**config.mk**
```make
export PLATFORM = sky130hd
export DESIGN_NAME = ads_i2c_top
export DESIGN_NICKNAME = d
export VERILOG_FILES = /design/src/ads_pkg.sv /design/src/i2c_req_if.sv /design/src/i2c_engine.sv /design/src/bus_arbiter.sv /design/src/apb_regs.sv /design/src/conv_poller.sv /design/src/ads_i2c_top.sv
export SDC_FILE = /design/constraint.sdc
export NUM_CORES = 1
export LEC_CHECK = 0
export ABC_AREA = 1
export BUFFER_PORTS_ARGS = -buffer_cell sky130_fd_sc_hd__buf_2
export CORE_MARGIN = 8
export CORE_UTILIZATION = 53
export DETAILED_ROUTE_END_ITERATION = 12
export GPL_TIMING_DRIVEN = 0
export PLACE_DENSITY = 0.77
export SYNTH_ARGS = -nofsm -noshare
export SYNTH_HDL_FRONTEND = slang
export SYNTH_HIERARCHICAL = 1
export SYNTH_SLANG_ARGS = --single-unit
```
**constraint.sdc**
```tcl
create_clock -name clk -period 2.7 [get_ports clk]
set_input_delay 0.135 -clock clk [delete_from_list [all_inputs] [get_ports clk]]
set_output_delay 0.135 -clock clk [all_outputs]
set_load 0.05 [all_outputs]
```
**src/ads_pkg.sv**
```systemverilog
`default_nettype none

package ads_pkg;

    localparam int QUARTER_CLKS = 25;         // clocks per quarter scl bit
    localparam int DIV_W        = $clog2(QUARTER_CLKS);
    localparam int POLL_CLKS    = 20000;
    localparam int POLL_W       = $clog2(POLL_CLKS);

    localparam logic [6:0] DEV_ADDR = 7'h48;
    localparam logic [7:0] REG_CONV = 8'h00;  // conversion result register

    // apb register map
    localparam logic [7:0] CTRL_OFS   = 8'h00;
    localparam logic [7:0] PTR_OFS    = 8'h04;
    localparam logic [7:0] WDATA_OFS  = 8'h08;
    localparam logic [7:0] STATUS_OFS = 8'h0C;
    localparam logic [7:0] RDATA_OFS  = 8'h10;
    localparam logic [7:0] SAMPLE_OFS = 8'h14;

    typedef enum logic {
        OP_WRITE,
        OP_READ
    } i2c_op_e;

    typedef enum logic [2:0] {
        IDLE,
        START,
        SEND_BYTE,
        GET_ACK,
        RECV_BYTE,
        SEND_ACK,
        RESTART,
        STOP
    } phase_e;

endpackage

`default_nettype wire

```
**src/i2c_req_if.sv**
```systemverilog
`timescale 1ns/1ns
`default_nettype none

interface i2c_req_if import ads_pkg::*; ();

    logic        req;
    i2c_op_e     op;
    logic [7:0]  ptr;    // device register pointer
    logic [15:0] wdata;
    logic        done;   // one cycle pulse
    logic        nack;
    logic [15:0] rdata;

    modport requester (
        output req, op, ptr, wdata,
        input  done, nack, rdata
    );

    modport arbiter (
        input  req, op, ptr, wdata,
        output done, nack, rdata
    );

    // the engine sits on the serving end, same as the arbiter
    modport engine (
        input  req, op, ptr, wdata,
        output done, nack, rdata
    );

endinterface

`default_nettype wire

```
**src/i2c_engine.sv**
```systemverilog
`timescale 1ns/1ns
`default_nettype none

module i2c_engine import ads_pkg::*; (
    input  wire logic    clk,
    input  wire logic    rst,
    i2c_req_if.engine    eng,
    input  wire logic    scl_in,
    input  wire logic    sda_in,
    output logic         scl_low,
    output logic         sda_low
);

    phase_e      phase;
    logic [DIV_W-1:0] div;
    logic        tick;
    logic [1:0]  q;          // quarter within the current bit
    logic [2:0]  bitcnt;
    logic [2:0]  idx;        // byte index within the transfer
    logic [7:0]  tx_byte;
    logic [15:0] rx;
    logic        ack_hi;
    logic        nack_r;
    logic        done_r;

    assign tick = (phase != IDLE) && (div == DIV_W'(QUARTER_CLKS - 1));

    // byte 2 is the data msb on a write, the read address after a restart
    always_comb begin
        case (idx)
            3'd0:    tx_byte = {DEV_ADDR, 1'b0};
            3'd1:    tx_byte = eng.ptr;
            3'd2:    tx_byte = (eng.op == OP_READ) ? {DEV_ADDR, 1'b1} : eng.wdata[15:8];
            default: tx_byte = eng.wdata[7:0];
        endcase
    end

    assign eng.done  = done_r;
    assign eng.nack  = nack_r;
    assign eng.rdata = rx;

    always_ff @(posedge clk) begin
        if (rst) begin
            phase   <= IDLE;
            div     <= '0;
            q       <= 2'd0;
            bitcnt  <= 3'd0;
            idx     <= 3'd0;
            ack_hi  <= 1'b0;
            nack_r  <= 1'b0;
            done_r  <= 1'b0;
            scl_low <= 1'b0;
            sda_low <= 1'b0;
        end else begin
            done_r <= 1'b0;
            if (phase == IDLE || tick)
                div <= '0;
            else
                div <= div + 1'b1;

            if (phase == IDLE) begin
                q <= 2'd0;
                if (eng.req && !done_r) begin   // req is still up in the done cycle
                    phase  <= START;
                    nack_r <= 1'b0;
                    idx    <= 3'd0;
                    bitcnt <= 3'd7;
                end
            end else if (tick) begin
                q <= q + 1'b1;
                case (phase)
                    START: begin
                        case (q)
                            2'd0: sda_low <= 1'b1;   // sda falls with scl high
                            2'd2: scl_low <= 1'b1;
                            2'd3: phase <= SEND_BYTE;
                            default: ;
                        endcase
                    end

                    SEND_BYTE: begin
                        case (q)
                            2'd0: sda_low <= ~tx_byte[bitcnt];
                            2'd1: scl_low <= 1'b0;
                            2'd2: scl_low <= 1'b1;
                            default: begin
                                if (bitcnt == 3'd0)
                                    phase <= GET_ACK;
                                else
                                    bitcnt <= bitcnt - 1'b1;
                            end
                        endcase
                    end

                    GET_ACK: begin
                        case (q)
                            2'd0: sda_low <= 1'b0;   // hand sda to the target
                            2'd1: scl_low <= 1'b0;
                            2'd2: begin
                                ack_hi  <= sda_in;
                                scl_low <= 1'b1;
                            end
                            default: begin
                                bitcnt <= 3'd7;
                                if (ack_hi) begin
                                    nack_r <= 1'b1;
                                    phase  <= STOP;
                                end else if (eng.op == OP_READ && idx == 3'd1) begin
                                    phase <= RESTART;
                                end else if (eng.op == OP_READ && idx == 3'd2) begin
                                    idx   <= 3'd3;
                                    phase <= RECV_BYTE;
                                end else if (idx == 3'd3) begin
                                    phase <= STOP;
                                end else begin
                                    idx   <= idx + 1'b1;
                                    phase <= SEND_BYTE;
                                end
                            end
                        endcase
                    end

                    RESTART: begin
                        case (q)
                            2'd0: sda_low <= 1'b0;
                            2'd1: scl_low <= 1'b0;
                            2'd2: sda_low <= 1'b1;   // repeated start
                            default: begin
                                scl_low <= 1'b1;
                                idx     <= 3'd2;
                                phase   <= SEND_BYTE;
                            end
                        endcase
                    end

                    RECV_BYTE: begin
                        case (q)
                            2'd0: sda_low <= 1'b0;
                            2'd1: scl_low <= 1'b0;
                            2'd2: begin
                                rx      <= {rx[14:0], sda_in};
                                scl_low <= 1'b1;
                            end
                            default: begin
                                if (bitcnt == 3'd0)
                                    phase <= SEND_ACK;
                                else
                                    bitcnt <= bitcnt - 1'b1;
                            end
                        endcase
                    end

                    SEND_ACK: begin
                        case (q)
                            2'd0: sda_low <= (idx == 3'd3);   // nack the last byte
                            2'd1: scl_low <= 1'b0;
                            2'd2: scl_low <= 1'b1;
                            default: begin
                                bitcnt <= 3'd7;
                                if (idx == 3'd3) begin
                                    idx   <= 3'd4;
                                    phase <= RECV_BYTE;
                                end else begin
                                    phase <= STOP;
                                end
                            end
                        endcase
                    end

                    STOP: begin
                        case (q)
                            2'd0: sda_low <= 1'b1;
                            2'd1: scl_low <= 1'b0;
                            2'd2: begin
                                if (scl_in)
                                    sda_low <= 1'b0;
                                else
                                    q <= q;              // target stretching scl
                            end
                            default: begin
                                phase  <= IDLE;
                                done_r <= 1'b1;
                            end
                        endcase
                    end

                    default: phase <= IDLE;
                endcase
            end
        end
    end

endmodule

`default_nettype wire

```
**src/bus_arbiter.sv**
```systemverilog
`timescale 1ns/1ns
`default_nettype none

module bus_arbiter (
    input  wire logic    clk,
    input  wire logic    rst,
    i2c_req_if.arbiter   host,
    i2c_req_if.arbiter   poll,
    i2c_req_if.requester eng
);

    typedef enum logic [1:0] {
        OWN_NONE,
        OWN_HOST,
        OWN_POLL
    } owner_e;

    owner_e owner;

    always_ff @(posedge clk) begin
        if (rst) begin
            owner <= OWN_NONE;
        end else begin
            case (owner)
                OWN_NONE: begin
                    if (host.req)
                        owner <= OWN_HOST;   // host wins a tie
                    else if (poll.req)
                        owner <= OWN_POLL;
                end
                default: begin
                    if (eng.done)
                        owner <= OWN_NONE;
                end
            endcase
        end
    end

    // request fields follow the owner
    assign eng.req   = (owner == OWN_HOST) ? host.req :
                       (owner == OWN_POLL) ? poll.req : 1'b0;
    assign eng.op    = (owner == OWN_POLL) ? poll.op    : host.op;
    assign eng.ptr   = (owner == OWN_POLL) ? poll.ptr   : host.ptr;
    assign eng.wdata = (owner == OWN_POLL) ? poll.wdata : host.wdata;

    // completion goes back to the owner only
    assign host.done  = eng.done && (owner == OWN_HOST);
    assign host.nack  = eng.nack && (owner == OWN_HOST);
    assign host.rdata = (owner == OWN_HOST) ? eng.rdata : 16'd0;
    assign poll.done  = eng.done && (owner == OWN_POLL);
    assign poll.nack  = eng.nack && (owner == OWN_POLL);
    assign poll.rdata = (owner == OWN_POLL) ? eng.rdata : 16'd0;

endmodule

`default_nettype wire

```
**src/apb_regs.sv**
```systemverilog
`timescale 1ns/1ns
`default_nettype none

module apb_regs import ads_pkg::*; (
    input  wire logic        clk,
    input  wire logic        rst,
    input  wire logic        psel,
    input  wire logic        penable,
    input  wire logic        pwrite,
    input  wire logic [7:0]  paddr,
    input  wire logic [31:0] pwdata,
    output logic [31:0]      prdata,
    output logic             pready,
    output logic             pslverr,
    i2c_req_if.requester     host,
    input  wire logic [15:0] sample,
    input  wire logic        sample_valid,
    output logic             poll_en
);

    logic        wr_en;
    logic        start_hit;
    logic        busy;
    logic        nack_r;
    i2c_op_e     op_r;
    logic [7:0]  ptr_r;
    logic [15:0] wdata_r;
    logic [15:0] rdata_r;

    assign wr_en     = psel && penable && pwrite;
    assign start_hit = wr_en && (paddr == CTRL_OFS) && pwdata[0];

    assign pready  = 1'b1;   // zero wait states
    // no start, and no change to the request fields, while a transfer runs
    assign pslverr = busy && (start_hit ||
                     (wr_en && (paddr == PTR_OFS || paddr == WDATA_OFS)));

    always_ff @(posedge clk) begin
        if (rst) begin
            busy    <= 1'b0;
            nack_r  <= 1'b0;
            poll_en <= 1'b0;
            op_r    <= OP_WRITE;
            ptr_r   <= 8'd0;
            wdata_r <= 16'd0;
        end else begin
            if (wr_en && paddr == CTRL_OFS)
                poll_en <= pwdata[2];
            if (wr_en && !busy && paddr == PTR_OFS)
                ptr_r <= pwdata[7:0];
            if (wr_en && !busy && paddr == WDATA_OFS)
                wdata_r <= pwdata[15:0];

            if (start_hit && !busy) begin
                busy   <= 1'b1;
                nack_r <= 1'b0;
                op_r   <= pwdata[1] ? OP_READ : OP_WRITE;
            end else if (host.done) begin
                busy   <= 1'b0;   // req drops the cycle after done
                nack_r <= host.nack;
            end
        end
    end

    always_ff @(posedge clk) begin
        if (host.done)
            rdata_r <= host.rdata;
    end

    assign host.req   = busy;
    assign host.op    = op_r;
    assign host.ptr   = ptr_r;
    assign host.wdata = wdata_r;

    always_comb begin
        case (paddr)
            CTRL_OFS:   prdata = {29'd0, poll_en, op_r, busy};
            PTR_OFS:    prdata = {24'd0, ptr_r};
            WDATA_OFS:  prdata = {16'd0, wdata_r};
            STATUS_OFS: prdata = {29'd0, sample_valid, nack_r, busy};
            RDATA_OFS:  prdata = {16'd0, rdata_r};
            SAMPLE_OFS: prdata = {16'd0, sample};
            default:    prdata = 32'd0;
        endcase
    end

endmodule

`default_nettype wire

```
**src/conv_poller.sv**
```systemverilog
`timescale 1ns/1ns
`default_nettype none

module conv_poller import ads_pkg::*; (
    input  wire logic    clk,
    input  wire logic    rst,
    input  wire logic    poll_en,
    i2c_req_if.requester poll,
    output logic [15:0]  sample,
    output logic         sample_valid
);

    logic [POLL_W-1:0] cnt;
    logic              req_r;

    always_ff @(posedge clk) begin
        if (rst) begin
            cnt          <= '0;
            req_r        <= 1'b0;
            sample_valid <= 1'b0;
        end else begin
            if (!poll_en || cnt == POLL_W'(POLL_CLKS - 1))
                cnt <= '0;
            else
                cnt <= cnt + 1'b1;

            // first read goes out right after enable
            if (poll_en && cnt == '0 && !req_r)
                req_r <= 1'b1;
            else if (poll.done)
                req_r <= 1'b0;

            if (poll.done && !poll.nack)
                sample_valid <= 1'b1;
        end
    end

    always_ff @(posedge clk) begin
        if (poll.done && !poll.nack)
            sample <= poll.rdata;
    end

    assign poll.req   = req_r;
    assign poll.op    = OP_READ;
    assign poll.ptr   = REG_CONV;
    assign poll.wdata = 16'd0;   // unused on reads

endmodule

`default_nettype wire

```
**src/ads_i2c_top.sv**
```systemverilog
`timescale 1ns/1ns
`default_nettype none

module ads_i2c_top (
    input  wire logic        clk,
    input  wire logic        rst,
    input  wire logic        psel,
    input  wire logic        penable,
    input  wire logic        pwrite,
    input  wire logic [7:0]  paddr,
    input  wire logic [31:0] pwdata,
    output logic [31:0]      prdata,
    output logic             pready,
    output logic             pslverr,
    input  wire logic        scl_in,
    input  wire logic        sda_in,
    output logic             scl_low,
    output logic             sda_low
);

    logic [15:0] sample;
    logic        sample_valid;
    logic        poll_en;

    i2c_req_if host_req ();
    i2c_req_if poll_req ();
    i2c_req_if eng_req ();

    apb_regs apb_regs_i (
        .clk          (clk),
        .rst          (rst),
        .psel         (psel),
        .penable      (penable),
        .pwrite       (pwrite),
        .paddr        (paddr),
        .pwdata       (pwdata),
        .prdata       (prdata),
        .pready       (pready),
        .pslverr      (pslverr),
        .host         (host_req.requester),
        .sample       (sample),
        .sample_valid (sample_valid),
        .poll_en      (poll_en)
    );

    conv_poller conv_poller_i (
        .clk          (clk),
        .rst          (rst),
        .poll_en      (poll_en),
        .poll         (poll_req.requester),
        .sample       (sample),
        .sample_valid (sample_valid)
    );

    bus_arbiter bus_arbiter_i (
        .clk  (clk),
        .rst  (rst),
        .host (host_req.arbiter),
        .poll (poll_req.arbiter),
        .eng  (eng_req.requester)
    );

    i2c_engine i2c_engine_i (
        .clk     (clk),
        .rst     (rst),
        .eng     (eng_req.engine),
        .scl_in  (scl_in),
        .sda_in  (sda_in),
        .scl_low (scl_low),
        .sda_low (sda_low)
    );

endmodule

`default_nettype wire

```
==> metrics.cfg, run 1 <==
[outcome]
status=completed

[setup_path]
slowest_stage=dfxtp_1
crit_top_cell=nand2_1
critical_path_required_ns=2.99
cp-startpoint=bus_arbiter_i/owner[0]
crit_fanout=9
startpoint_type=flop
cpPeakStageDelay_ns=0.31
crit_chain=buf_6 > nor2_8 > nand2_1 > nand2_1 > inv_1 > nor2_1 > inv_1 > nand3_1 > o21ai_2 > inv_2 > nand2_2 > nand2_1 > a22oi_1
reg2reg_depth=13
worstSetupEndpointType=flop
worstSetupPathType=reg -> reg
r2r-start=bus_arbiter_i/owner[0]
critical_path_arrival_ns=2.35

[drt]
wl_met1_mm=7.10
wl_per_cell_microns=13.2
via_count=5956
highest_layer=met4
dr.pass1.iters=5
drtIter0Drc=365
wl_met3_microns=847
drt_wl_total_mm=16.0
ant_nets=0
vias_per_cell=4.92
drc=0
wl_met2_mm=7.84

[sta]
slew_headroom_pct=37.4
period_needed_ns=2.06
fmax_mhz=485
period_share_pct=76.3
tns_ns=0
setup_ws_ns=0.639
rsz0062_at_grt=no
fin_skew_ns=0.00853
tightest_slew_ns=0.938
slew_viol_final=0
hold_violations=0
setup_viol=0

[clock_tree]
clk_latency_ns=0.42
tritoncts=built
cts_root_buf=clkbuf_16
numClockSinks=116
cts_resized=0
cts_buffer_depth=2
cts_buffers=17
cts.clk_slew.worst_paths_ns=0.06
ctsHtreeMaxLevel=4

[grt]
grt_max_degree=19
grt_antenna_before_repair=0
track_usage_pct=20.0
grt_pass1_vias=5640
overflow=0
grt_first_pass_wirelength_mm=26.2

[cells_and_area]
final_common_cell=nand2_1
area_growth_pct=21.1
fin_cells=1210
fin_area_sq_um=8140
fin_nets=1087
filler_cell_count=1097
mostFrequentLayoutCells=nand2_1, nor2_1, inv_1
diodes=0
layout-drive-gt1-share_pct=21.3

[power_and_ir_drop]
p_leak_nw=3.50
ir_worst_vdd_v=0.000376
p_total_mw=4.32
power_density_nw_per_um2=531

[job]
maxCapViolations=0

[placed_design]
io_buffers=49
dp_cells=1163
place_ws_ns=0.653
dpl_cell_area_sq_um=7370
gp_congestion=0.890
place_hpwl_mm=11.4

[min_path]
min_delay_path_depth=3
hold_path_class=in -> reg
min-delay-start=pwdata[2]

[yosys]
yosysWarnings=6
syn-cell-area_sq_um=6720
syn_inst=902
syn_avg_cell_area_sq_um=7.45
ys_types=45
synth_seq_area_share_pct=41.7
synth_seq_cells=116

[floorplan]
die-area_sq_um=16500
io_pins=83
start_util_pct=53.7
die_w_microns=129
die_h_microns=129
rows=41
coreArea_sq_um=12500

-- per-stage QoR --
| step | hold slack (ns) | util [%] |
|---|---|---|
| CTS | 0.00634 | 65.0 |
| floorplan | 0.204 | - |
| global route | 0.0281 | 65.0 |
| global placement | 0.350 | 58.5 |
| finish | 0.0263 | 65.0 |
| detailed placement | 0.349 | 58.9 |
-- registers in the layout, summed over array words and instances, names as in the netlist, 2 cells and up --
register,count
i2c_engine_i/phase,3
conv_poller_i/cnt,15
conv_poller_i/sample,16
i2c_engine_i/q,2
i2c_engine_i/div,5
i2c_engine_i/idx,3
apb_regs_i/host.ptr,8
apb_regs_i/rdata_r,16
bus_arbiter_i/owner,2
i2c_engine_i/bitcnt,3
i2c_engine_i/eng.rdata,16
apb_regs_i/host.wdata,16
-- cell type report --
cell class / count / area, sq um / area share (%)
Tap cell: 172 / 215 / 2.64
Inverter: 95 / 369 / 4.54
Buffer: 62 / 488 / 6.00
Timing Repair Buffer: 66 / 425 / 5.23
Multi-Input combinational cell: 667 / 3220 / 39.6
Clock buffer: 22 / 495 / 6.09
Sequential cell: 116 / 2800 / 34.4
Clock inverter: 10 / 120 / 1.48
-- worst paths after layout --
check        slack (ns)                     end
max                0.64     i2c_engine_i/idx[2]
min                0.03  apb_regs_i/host.ptr[2]
max reg2reg        0.64     i2c_engine_i/idx[2]
min reg2reg        0.45    i2c_engine_i/scl_low
-- metal layers --
| metal | up-vias | GRT usage [%] |
|---|---|---|
| met5 | - | 0 |
| met4 | 0 | 6.84 |
| met3 | 20 | 4.88 |
| met2 | 157 | 34.8 |
| met1 | 2718 | 23.7 |
| li1 | 3061 | - |
-- power breakdown --
part | switching (mW) | internal [mW] | total [mW]
clock network | 0.819 | 1.49 | 2.31
logic | 0.121 | 0.0792 | 0.200
registers | 0.000226 | 1.81 | 1.81
total | 0.940 | 3.38 | 4.32
-- worst max-delay path: cells and delay by family (launching register included) --
kind / cells / cell delay [ns]
and+or+nand+nor: 7 / 0.99
buffers and inverters: 4 / 0.49
DFF: 1 / 0.31
AOI/OAI and AO/OA: 2 / 0.14
-- cell usage after synthesis (all sizes together) --
library cell / instances / area, sq um
or2: 3 / 18.8
clkinv: 4 / 25.0
o221ai: 1 / 8.76
dfxtp: 68 / 1360
a31oi: 1 / 6.26
clkbuf: 3 / 11.3
o21ai: 40 / 204
o211ai: 1 / 7.51
nand2: 248 / 986
nand4: 16 / 106
a21oi: 39 / 199
a22oi: 2 / 15.0
nor4: 1 / 6.26
nand3: 80 / 415
edfxtp: 48 / 1440
nor3: 3 / 20.0
xor2: 4 / 35.0
inv: 91 / 344
conb: 4 / 15.0
a211oi: 1 / 7.51
nor2: 163 / 758
xnor2: 3 / 26.3
o311ai: 1 / 8.76
ha: 15 / 188
nand3b: 2 / 15.0
mux2: 1 / 11.3
buf: 59 / 477
-- cell families (layout without fill, tap and decap cells) --
| family | after synthesis | after routing | synth area share [%] |
|---|---|---|---|
| flip-flops | 116 | 116 | 41.7 |
| other | 4 | 42 | 0.223 |
| AND/OR/NAND/NOR | 516 | 516 | 34.6 |
| multiplexers | 1 | 1 | 0.168 |
| XOR/XNOR | 7 | 7 | 0.913 |
| AO/OA/AOI/OAI | 86 | 86 | 6.80 |
| adder cells (fa/ha/maj) | 15 | 15 | 2.79 |
| buffers and inverters | 157 | 255 | 12.8 |
-- timing repair --
item,CTS,global route
setup endpoints to repair,0,0
hold endpoints to repair,17,0
buffers inserted,0,0
hold buffers,15,0
(Power assumes the default switching activity.)
==> run 2, diff against run 1 <==
==> constraint.sdc (replaced) <==
create_clock -name clk -period 1.81 [get_ports clk]
set_input_delay 0.0905 -clock clk [delete_from_list [all_inputs] [get_ports clk]]
set_output_delay 0.0905 -clock clk [all_outputs]
set_load 0.05 [all_outputs]
==> metrics.cfg, run 2 (same netlist as run 1, synthesis figures left out) <==
[outcome]
status=completed  ; unchanged

[placed_design]
dpl_cell_area_sq_um=7340  ; was 7370 sq um
io_buffers=49  ; unchanged
gp_congestion=0.902  ; was 0.890
place_hpwl_mm=11.4  ; about the same
place_ws_ns=-0.507  ; was 0.653 ns

[drt]
dr.pass1.iters=5  ; unchanged
ant_nets=0  ; unchanged
drtIter0Drc=493  ; was 365
wl_per_cell_microns=13.8  ; was 13.2 microns
drt_wl_total_mm=17.0  ; was 16.0 mm
vias_per_cell=5.01  ; was 4.92
via_count=6168  ; was 5956
drc=0  ; unchanged

[sta]
period_needed_ns=1.79  ; was 2.06 ns
slew_viol_final=0  ; unchanged
fin_skew_ns=0.00649  ; was 0.00853 ns
rsz0062_at_grt=yes  ; was no
fmax_mhz=559  ; was 485 MHz
setup_viol=0  ; unchanged
period_share_pct=98.9  ; was 76.3%
setup_ws_ns=0.0203  ; was 0.639 ns
hold_slack_ns=0.0694  ; was 0.0263 ns
hold_violations=0  ; unchanged

[floorplan]
io_pins=83  ; unchanged
rows=41  ; unchanged
die_w_microns=129  ; unchanged
coreArea_sq_um=12500  ; unchanged
die_h_microns=129  ; unchanged
start_util_pct=53.7  ; unchanged
die-area_sq_um=16500  ; unchanged

[min_path]
hold_path_class=in -> reg  ; unchanged
min_delay_path_depth=2  ; was 3
hold_path_end=conv_poller_i/sample_valid  ; was apb_regs_i/host.ptr[2]
min-delay-start=rst  ; was pwdata[2]

[setup_path]
critical_path_arrival_ns=2.14  ; was 2.35 ns
reg2reg_depth=14  ; was 13
worstSetupPathType=reg -> reg  ; unchanged
r2r-start=bus_arbiter_i/owner[0]  ; unchanged
slowest_stage=dfxtp_2  ; was dfxtp_1
cpPeakStageDelay_ns=0.41  ; was 0.31 ns
r2r_slack_ns=0.02  ; was 0.64 ns
crit_fanout=6  ; was 9
critical_path_required_ns=2.16  ; was 2.99 ns
startpoint_type=flop  ; unchanged
r2r-end=i2c_engine_i/sda_low  ; was i2c_engine_i/idx[2]
crit_chain=nor2_8 > buf_6 > nand2_1 > nand2_4 > buf_4 > nor2_1 > nor2_1 > nor2_1 > nand2_1 > nand2_1 > nand3_2 > nand3_2 > nand2_2 > a21oi_1  ; was buf_6 > nor2_8 > nand2_1 > nand2_1 > inv_1 > nor2_1 > inv_1 > nand3_1 > o21ai_2 > inv_2 > nand2_2 > nand2_1 > a22oi_1
crit_family=simple AND/OR/NAND/NOR gates  ; unchanged
worstSetupEndpointType=flop  ; unchanged
path_buf_inv=2  ; was 4

[cells_and_area]
multiInputGateArea_sq_um=3340  ; was 3220 sq um
layout-drive-gt1-share_pct=25.4  ; was 21.3%
filler_cell_count=1017  ; was 1097
diodes=0  ; unchanged
fin_nets=1107  ; was 1087
mostFrequentLayoutCells=nand2_1, nor2_1, inv_1  ; unchanged
fin_area_sq_um=8540  ; was 8140 sq um
final-seq-area_sq_um=2810  ; was 2800 sq um
final_common_cell=nand2_1  ; unchanged
area_growth_pct=27.2  ; was 21.1%

[power_and_ir_drop]
p_total_mw=6.78  ; was 4.32 mW
power_density_nw_per_um2=794  ; was 531 nW/um^2
p_leak_nw=3.67  ; was 3.50 nW
ir_worst_vdd_v=0.000924  ; was 0.000376 V

[clock_tree]
ctsHtreeMaxLevel=4  ; unchanged
cts_root_buf=clkbuf_16  ; unchanged
clk_latency_ns=0.41  ; was 0.42 ns
tritoncts=built  ; unchanged
cts.clk_slew.worst_paths_ns=0.06  ; about the same
cts_buffer_depth=2  ; unchanged
numClockSinks=116  ; unchanged
cts_buffers=17  ; unchanged

[grt]
grt_antenna_before_repair=0  ; unchanged
grt_pass1_vias=5648  ; was 5640
grt_max_degree=19  ; unchanged
track_usage_pct=20.4  ; was 20.0%
overflow=0  ; unchanged
grt_first_pass_wirelength_mm=26.5  ; was 26.2 mm

[job]
maxCapViolations=0  ; unchanged

## run 2: power by group
part           internal, mW  leakage (nW)  switching [mW]
logic                 0.122          2.33           0.183
clock network          2.57         0.324            1.20
registers              2.70          1.02        0.000393
total                  5.40          3.67            1.38
## run 2: what timing repair did
action	4_1_cts	5_1_grt
gates cloned	0	1
pin swaps	7	24
gates resized for setup	15	37
hold endpoints to repair	26	0
setup buffers	7	15
setup endpoints to repair	58	35
hold buffers	17	0
## run 2: worst max-delay path by stage
stage | depth (start not counted) | to | slack (ns) | startpoint
5_1_grt | 16 | i2c_engine_i/sda_low | -0.07 | bus_arbiter_i/owner[1]
3_5_place_dp | 4 | i2c_engine_i/eng.rdata[15] | -0.51 | i2c_engine_i/q[0]
3_3_place_gp | 4 | i2c_engine_i/eng.rdata[11] | -0.42 | i2c_engine_i/q[0]
4_1_cts | 14 | i2c_engine_i/sda_low | 0.01 | bus_arbiter_i/owner[0]
6_report | 14 | i2c_engine_i/sda_low | 0.02 | bus_arbiter_i/owner[0]
2_1_floorplan | 6 | i2c_engine_i/eng.rdata[0] | 0.009 | i2c_engine_i/div[0]
## run 2: routing by layer
metal / global-route usage [%] / share of wire, % / vias up
met4: 8.71 / 2.6 / 0
met1: 24.2 / 42 / 2835
li1: - / - / 3104
met2: 34.6 / 49 / 196
met3: 4.88 / 5.8 / 33
met5: 0 / 0 / -
## run 2: area by class of cell
cell class                      count  area share (%)
Inverter                           95            4.41
Multi-Input combinational cell    667            39.1
Clock buffer                       18            5.02
Timing Repair Buffer               89            7.81
Tap cell                          172            2.52
Sequential cell                   116            32.9
Buffer                             59            5.52
Clock inverter                     14            2.74
## run 2: stage by stage
step	TNS (ns)	util [%]	instances
2_1_floorplan	0	-	940
3_3_place_gp	-12.64	58.6	1161
3_5_place_dp	-15.51	58.6	1161
4_1_cts	0	66.3	1216
5_1_grt	-0.132	68.2	1230
6_report	0	68.2	1230
==> run 3, diff against run 2 <==
--- a/config.mk
+++ b/config.mk
@@ -6,12 +6,13 @@
 export NUM_CORES = 1
 export LEC_CHECK = 0
 export ABC_AREA = 1
-export BUFFER_PORTS_ARGS = -buffer_cell sky130_fd_sc_hd__buf_2
+export CAP_MARGIN = 20
 export CORE_MARGIN = 8
-export CORE_UTILIZATION = 53
+export CORE_UTILIZATION = 57
 export DETAILED_ROUTE_END_ITERATION = 12
+export DONT_BUFFER_PORTS = 1
 export GPL_TIMING_DRIVEN = 0
-export PLACE_DENSITY = 0.77
+export PLACE_DENSITY = 0.75
 export SYNTH_ARGS = -nofsm -noshare
 export SYNTH_HDL_FRONTEND = slang
 export SYNTH_HIERARCHICAL = 1
==> metrics.cfg, run 3 (same netlist as run 1, synthesis figures left out) <==
[setup_path]
worstSetupPathType=reg -> reg  ; unchanged
critical_path_arrival_ns=2.26  ; was 2.14 ns
worstSetupEndpointType=flop  ; unchanged
critical_path_required_ns=2.17  ; was 2.16 ns
crit_fanout=10  ; was 6
startpoint_type=flop  ; unchanged
reg2reg_depth=14  ; unchanged

[placed_design]
gp_congestion=0.895  ; was 0.902
io_buffers=0  ; was 49
place_hpwl_mm=11.4  ; about the same
place_ws_ns=-0.336  ; was -0.507 ns
dpl_cell_area_sq_um=7070  ; was 7340 sq um

[clock_tree]
cts_buffer_depth=2  ; unchanged
clk_latency_ns=0.42  ; was 0.41 ns
numClockSinks=116  ; unchanged
cts.clk_slew.worst_paths_ns=0.06  ; about the same
ctsHtreeMaxLevel=4  ; unchanged
tritoncts=built  ; unchanged
cts_root_buf=clkbuf_16  ; unchanged
cts_buffers=17  ; unchanged

[cells_and_area]
layout-drive-gt1-share_pct=21.1  ; was 25.4%
final_common_cell=nand2_1  ; unchanged
fin_nets=1066  ; was 1107
mostFrequentLayoutCells=nand2_1, nor2_1, inv_1  ; unchanged
fin_area_sq_um=8230  ; was 8540 sq um
area_growth_pct=22.6  ; was 27.2%
fin_util_pct=71.8  ; was 68.2%

[power_and_ir_drop]
power_density_nw_per_um2=776  ; was 794 nW/um^2
p_total_mw=6.39  ; was 6.78 mW
p_seq_share_pct=42.3  ; was 39.9%
clkPwrFrac_pct=53.3  ; was 55.6%
ir_worst_vdd_v=0.000746  ; was 0.000924 V
switchingPower_mw=1.42  ; was 1.38 mW
switching_share_pct=22.2  ; was 20.4%
p_int_mw=4.97  ; was 5.40 mW
combinationalPowerShare_pct=4.4  ; was 4.5%
p_leak_nw=3.43  ; was 3.67 nW

[sta]
setup_viol=2  ; was 0
hold_violations=0  ; unchanged
slew_viol_final=0  ; unchanged
fmax_mhz=525  ; was 559 MHz
rsz0062_at_grt=yes  ; unchanged
period_share_pct=105  ; was 98.9%
setup_ws_ns=-0.0945  ; was 0.0203 ns
tns_ns=-0.113  ; was 0 ns
slew_headroom_pct=53.6
tightest_slew_ns=0.696
fin_skew_ns=0.00603  ; was 0.00649 ns
period_needed_ns=1.90  ; was 1.79 ns

[grt]
grt_first_pass_wirelength_mm=27.6  ; was 26.5 mm
track_usage_pct=21.8  ; was 20.4%
grt_antenna_before_repair=1  ; was 0
grt_max_degree=19  ; unchanged
grt_pass1_vias=5796  ; was 5648
overflow=0  ; unchanged

[outcome]
violations=negative setup slack
status=finished with violations  ; was completed

[drt]
via_count=5997  ; was 6168
ant_nets=0  ; unchanged
drc=0  ; unchanged
wl_per_cell_microns=14.7  ; was 13.8 microns
dr.pass1.iters=5  ; unchanged
vias_per_cell=5.17  ; was 5.01
drt_wl_total_mm=17.0  ; about the same
drtIter0Drc=438  ; was 493

[floorplan]
die_w_microns=125  ; was 129 microns
coreArea_sq_um=11500  ; was 12500 sq um
io_pins=83  ; unchanged
die-area_sq_um=15500  ; was 16500 sq um
die_h_microns=125  ; was 129 microns
start_util_pct=58.6  ; was 53.7%
rows=39  ; was 41

[min_path]
hold_path_class=in -> reg  ; unchanged
min_delay_path_depth=5  ; was 2

[job]
maxCapViolations=0  ; unchanged

## run 3: changes by cell type in the layout (fill, tap and decap cells not counted), moves of 4 or more
cell / before / now
nor2_2: 33 / 39
dlygate4sd3_1: 17 / 29
buf_4: 60 / 56
buf_2: 54 / 5
nor2_1: 117 / 113
## run 3: worst max-delay path, cell delays in order (launching register included)
cell     delay [ns]
dfxtp_1        0.31
buf_6          0.13
nor2_8         0.14
inv_6          0.06
buf_6          0.13
nand2_1        0.06
nand2_1        0.05
or2_2          0.27
nand3_1        0.08
nand2_1        0.06
nor2_1         0.11
nor2_1         0.08
a21oi_2        0.16
nand2_2        0.09
a21oi_2        0.11
## run 3: worst paths after layout
kind,from,endpoint,slack (ns)
worst max register to register,bus_arbiter_i/owner[0],i2c_engine_i/sda_low,-0.09
worst min-delay path,paddr[3],apb_regs_i/host.ptr[0],0.02
worst min register to register,i2c_engine_i/eng.rdata[8],i2c_engine_i/eng.rdata[9],0.44
worst max-delay path,bus_arbiter_i/owner[0],i2c_engine_i/sda_low,-0.09
## run 3: area by class of cell
cell class / count / area (sq um)
flip-flops and latches: 116 / 2810
fillers: 928 / 3230
inverters: 95 / 377
diodes: 1 / 2.50
repair buffers: 45 / 460
clock buffers: 19 / 433
multi-input cells: 667 / 3320
plain buffers: 62 / 495
well taps: 143 / 179
clock inverters: 13 / 158
## run 3: layer usage
| metal | GRT usage (%) | share of wire [%] | vias to the layer above |
|---|---|---|---|
| met5 | 0 | 0 | - |
| met4 | 10.4 | 3.0 | 0 |
| met3 | 5.40 | 5.3 | 43 |
| met2 | 36.2 | 49 | 171 |
| met1 | 25.8 | 42 | 2752 |
| li1 | - | - | 3031 |
## run 3: power groups by stage
stage / logic, mW / clock network [mW] / registers, mW
after floorplan: 0.198 / 0 / 2.76
after global placement: 0.212 / 0 / 2.76
after detailed placement: 0.213 / 0 / 2.76
after CTS: 0.270 / 3.42 / 2.70
after global routing: 0.299 / 3.55 / 2.70
final: 0.279 / 3.41 / 2.70
## run 3: stage by stage
| step | hold WS (ns) | cells |
|---|---|---|
| final | 0.0177 | 1161 |
| after global routing | 0.0433 | 1161 |
| after CTS | 0.00556 | 1151 |
| after detailed placement | 0.164 | 1084 |
| after global placement | 0.162 | 1083 |
| after floorplan | 0.160 | 940 |
## run 3: repair_timing
item	in CTS	in global routing
pin swaps	6	14
gates resized for setup	14	30
setup endpoints to repair	43	29
hold endpoints to repair	48	0
gates cloned	0	1
hold buffers	29	0
buffers inserted	6	8
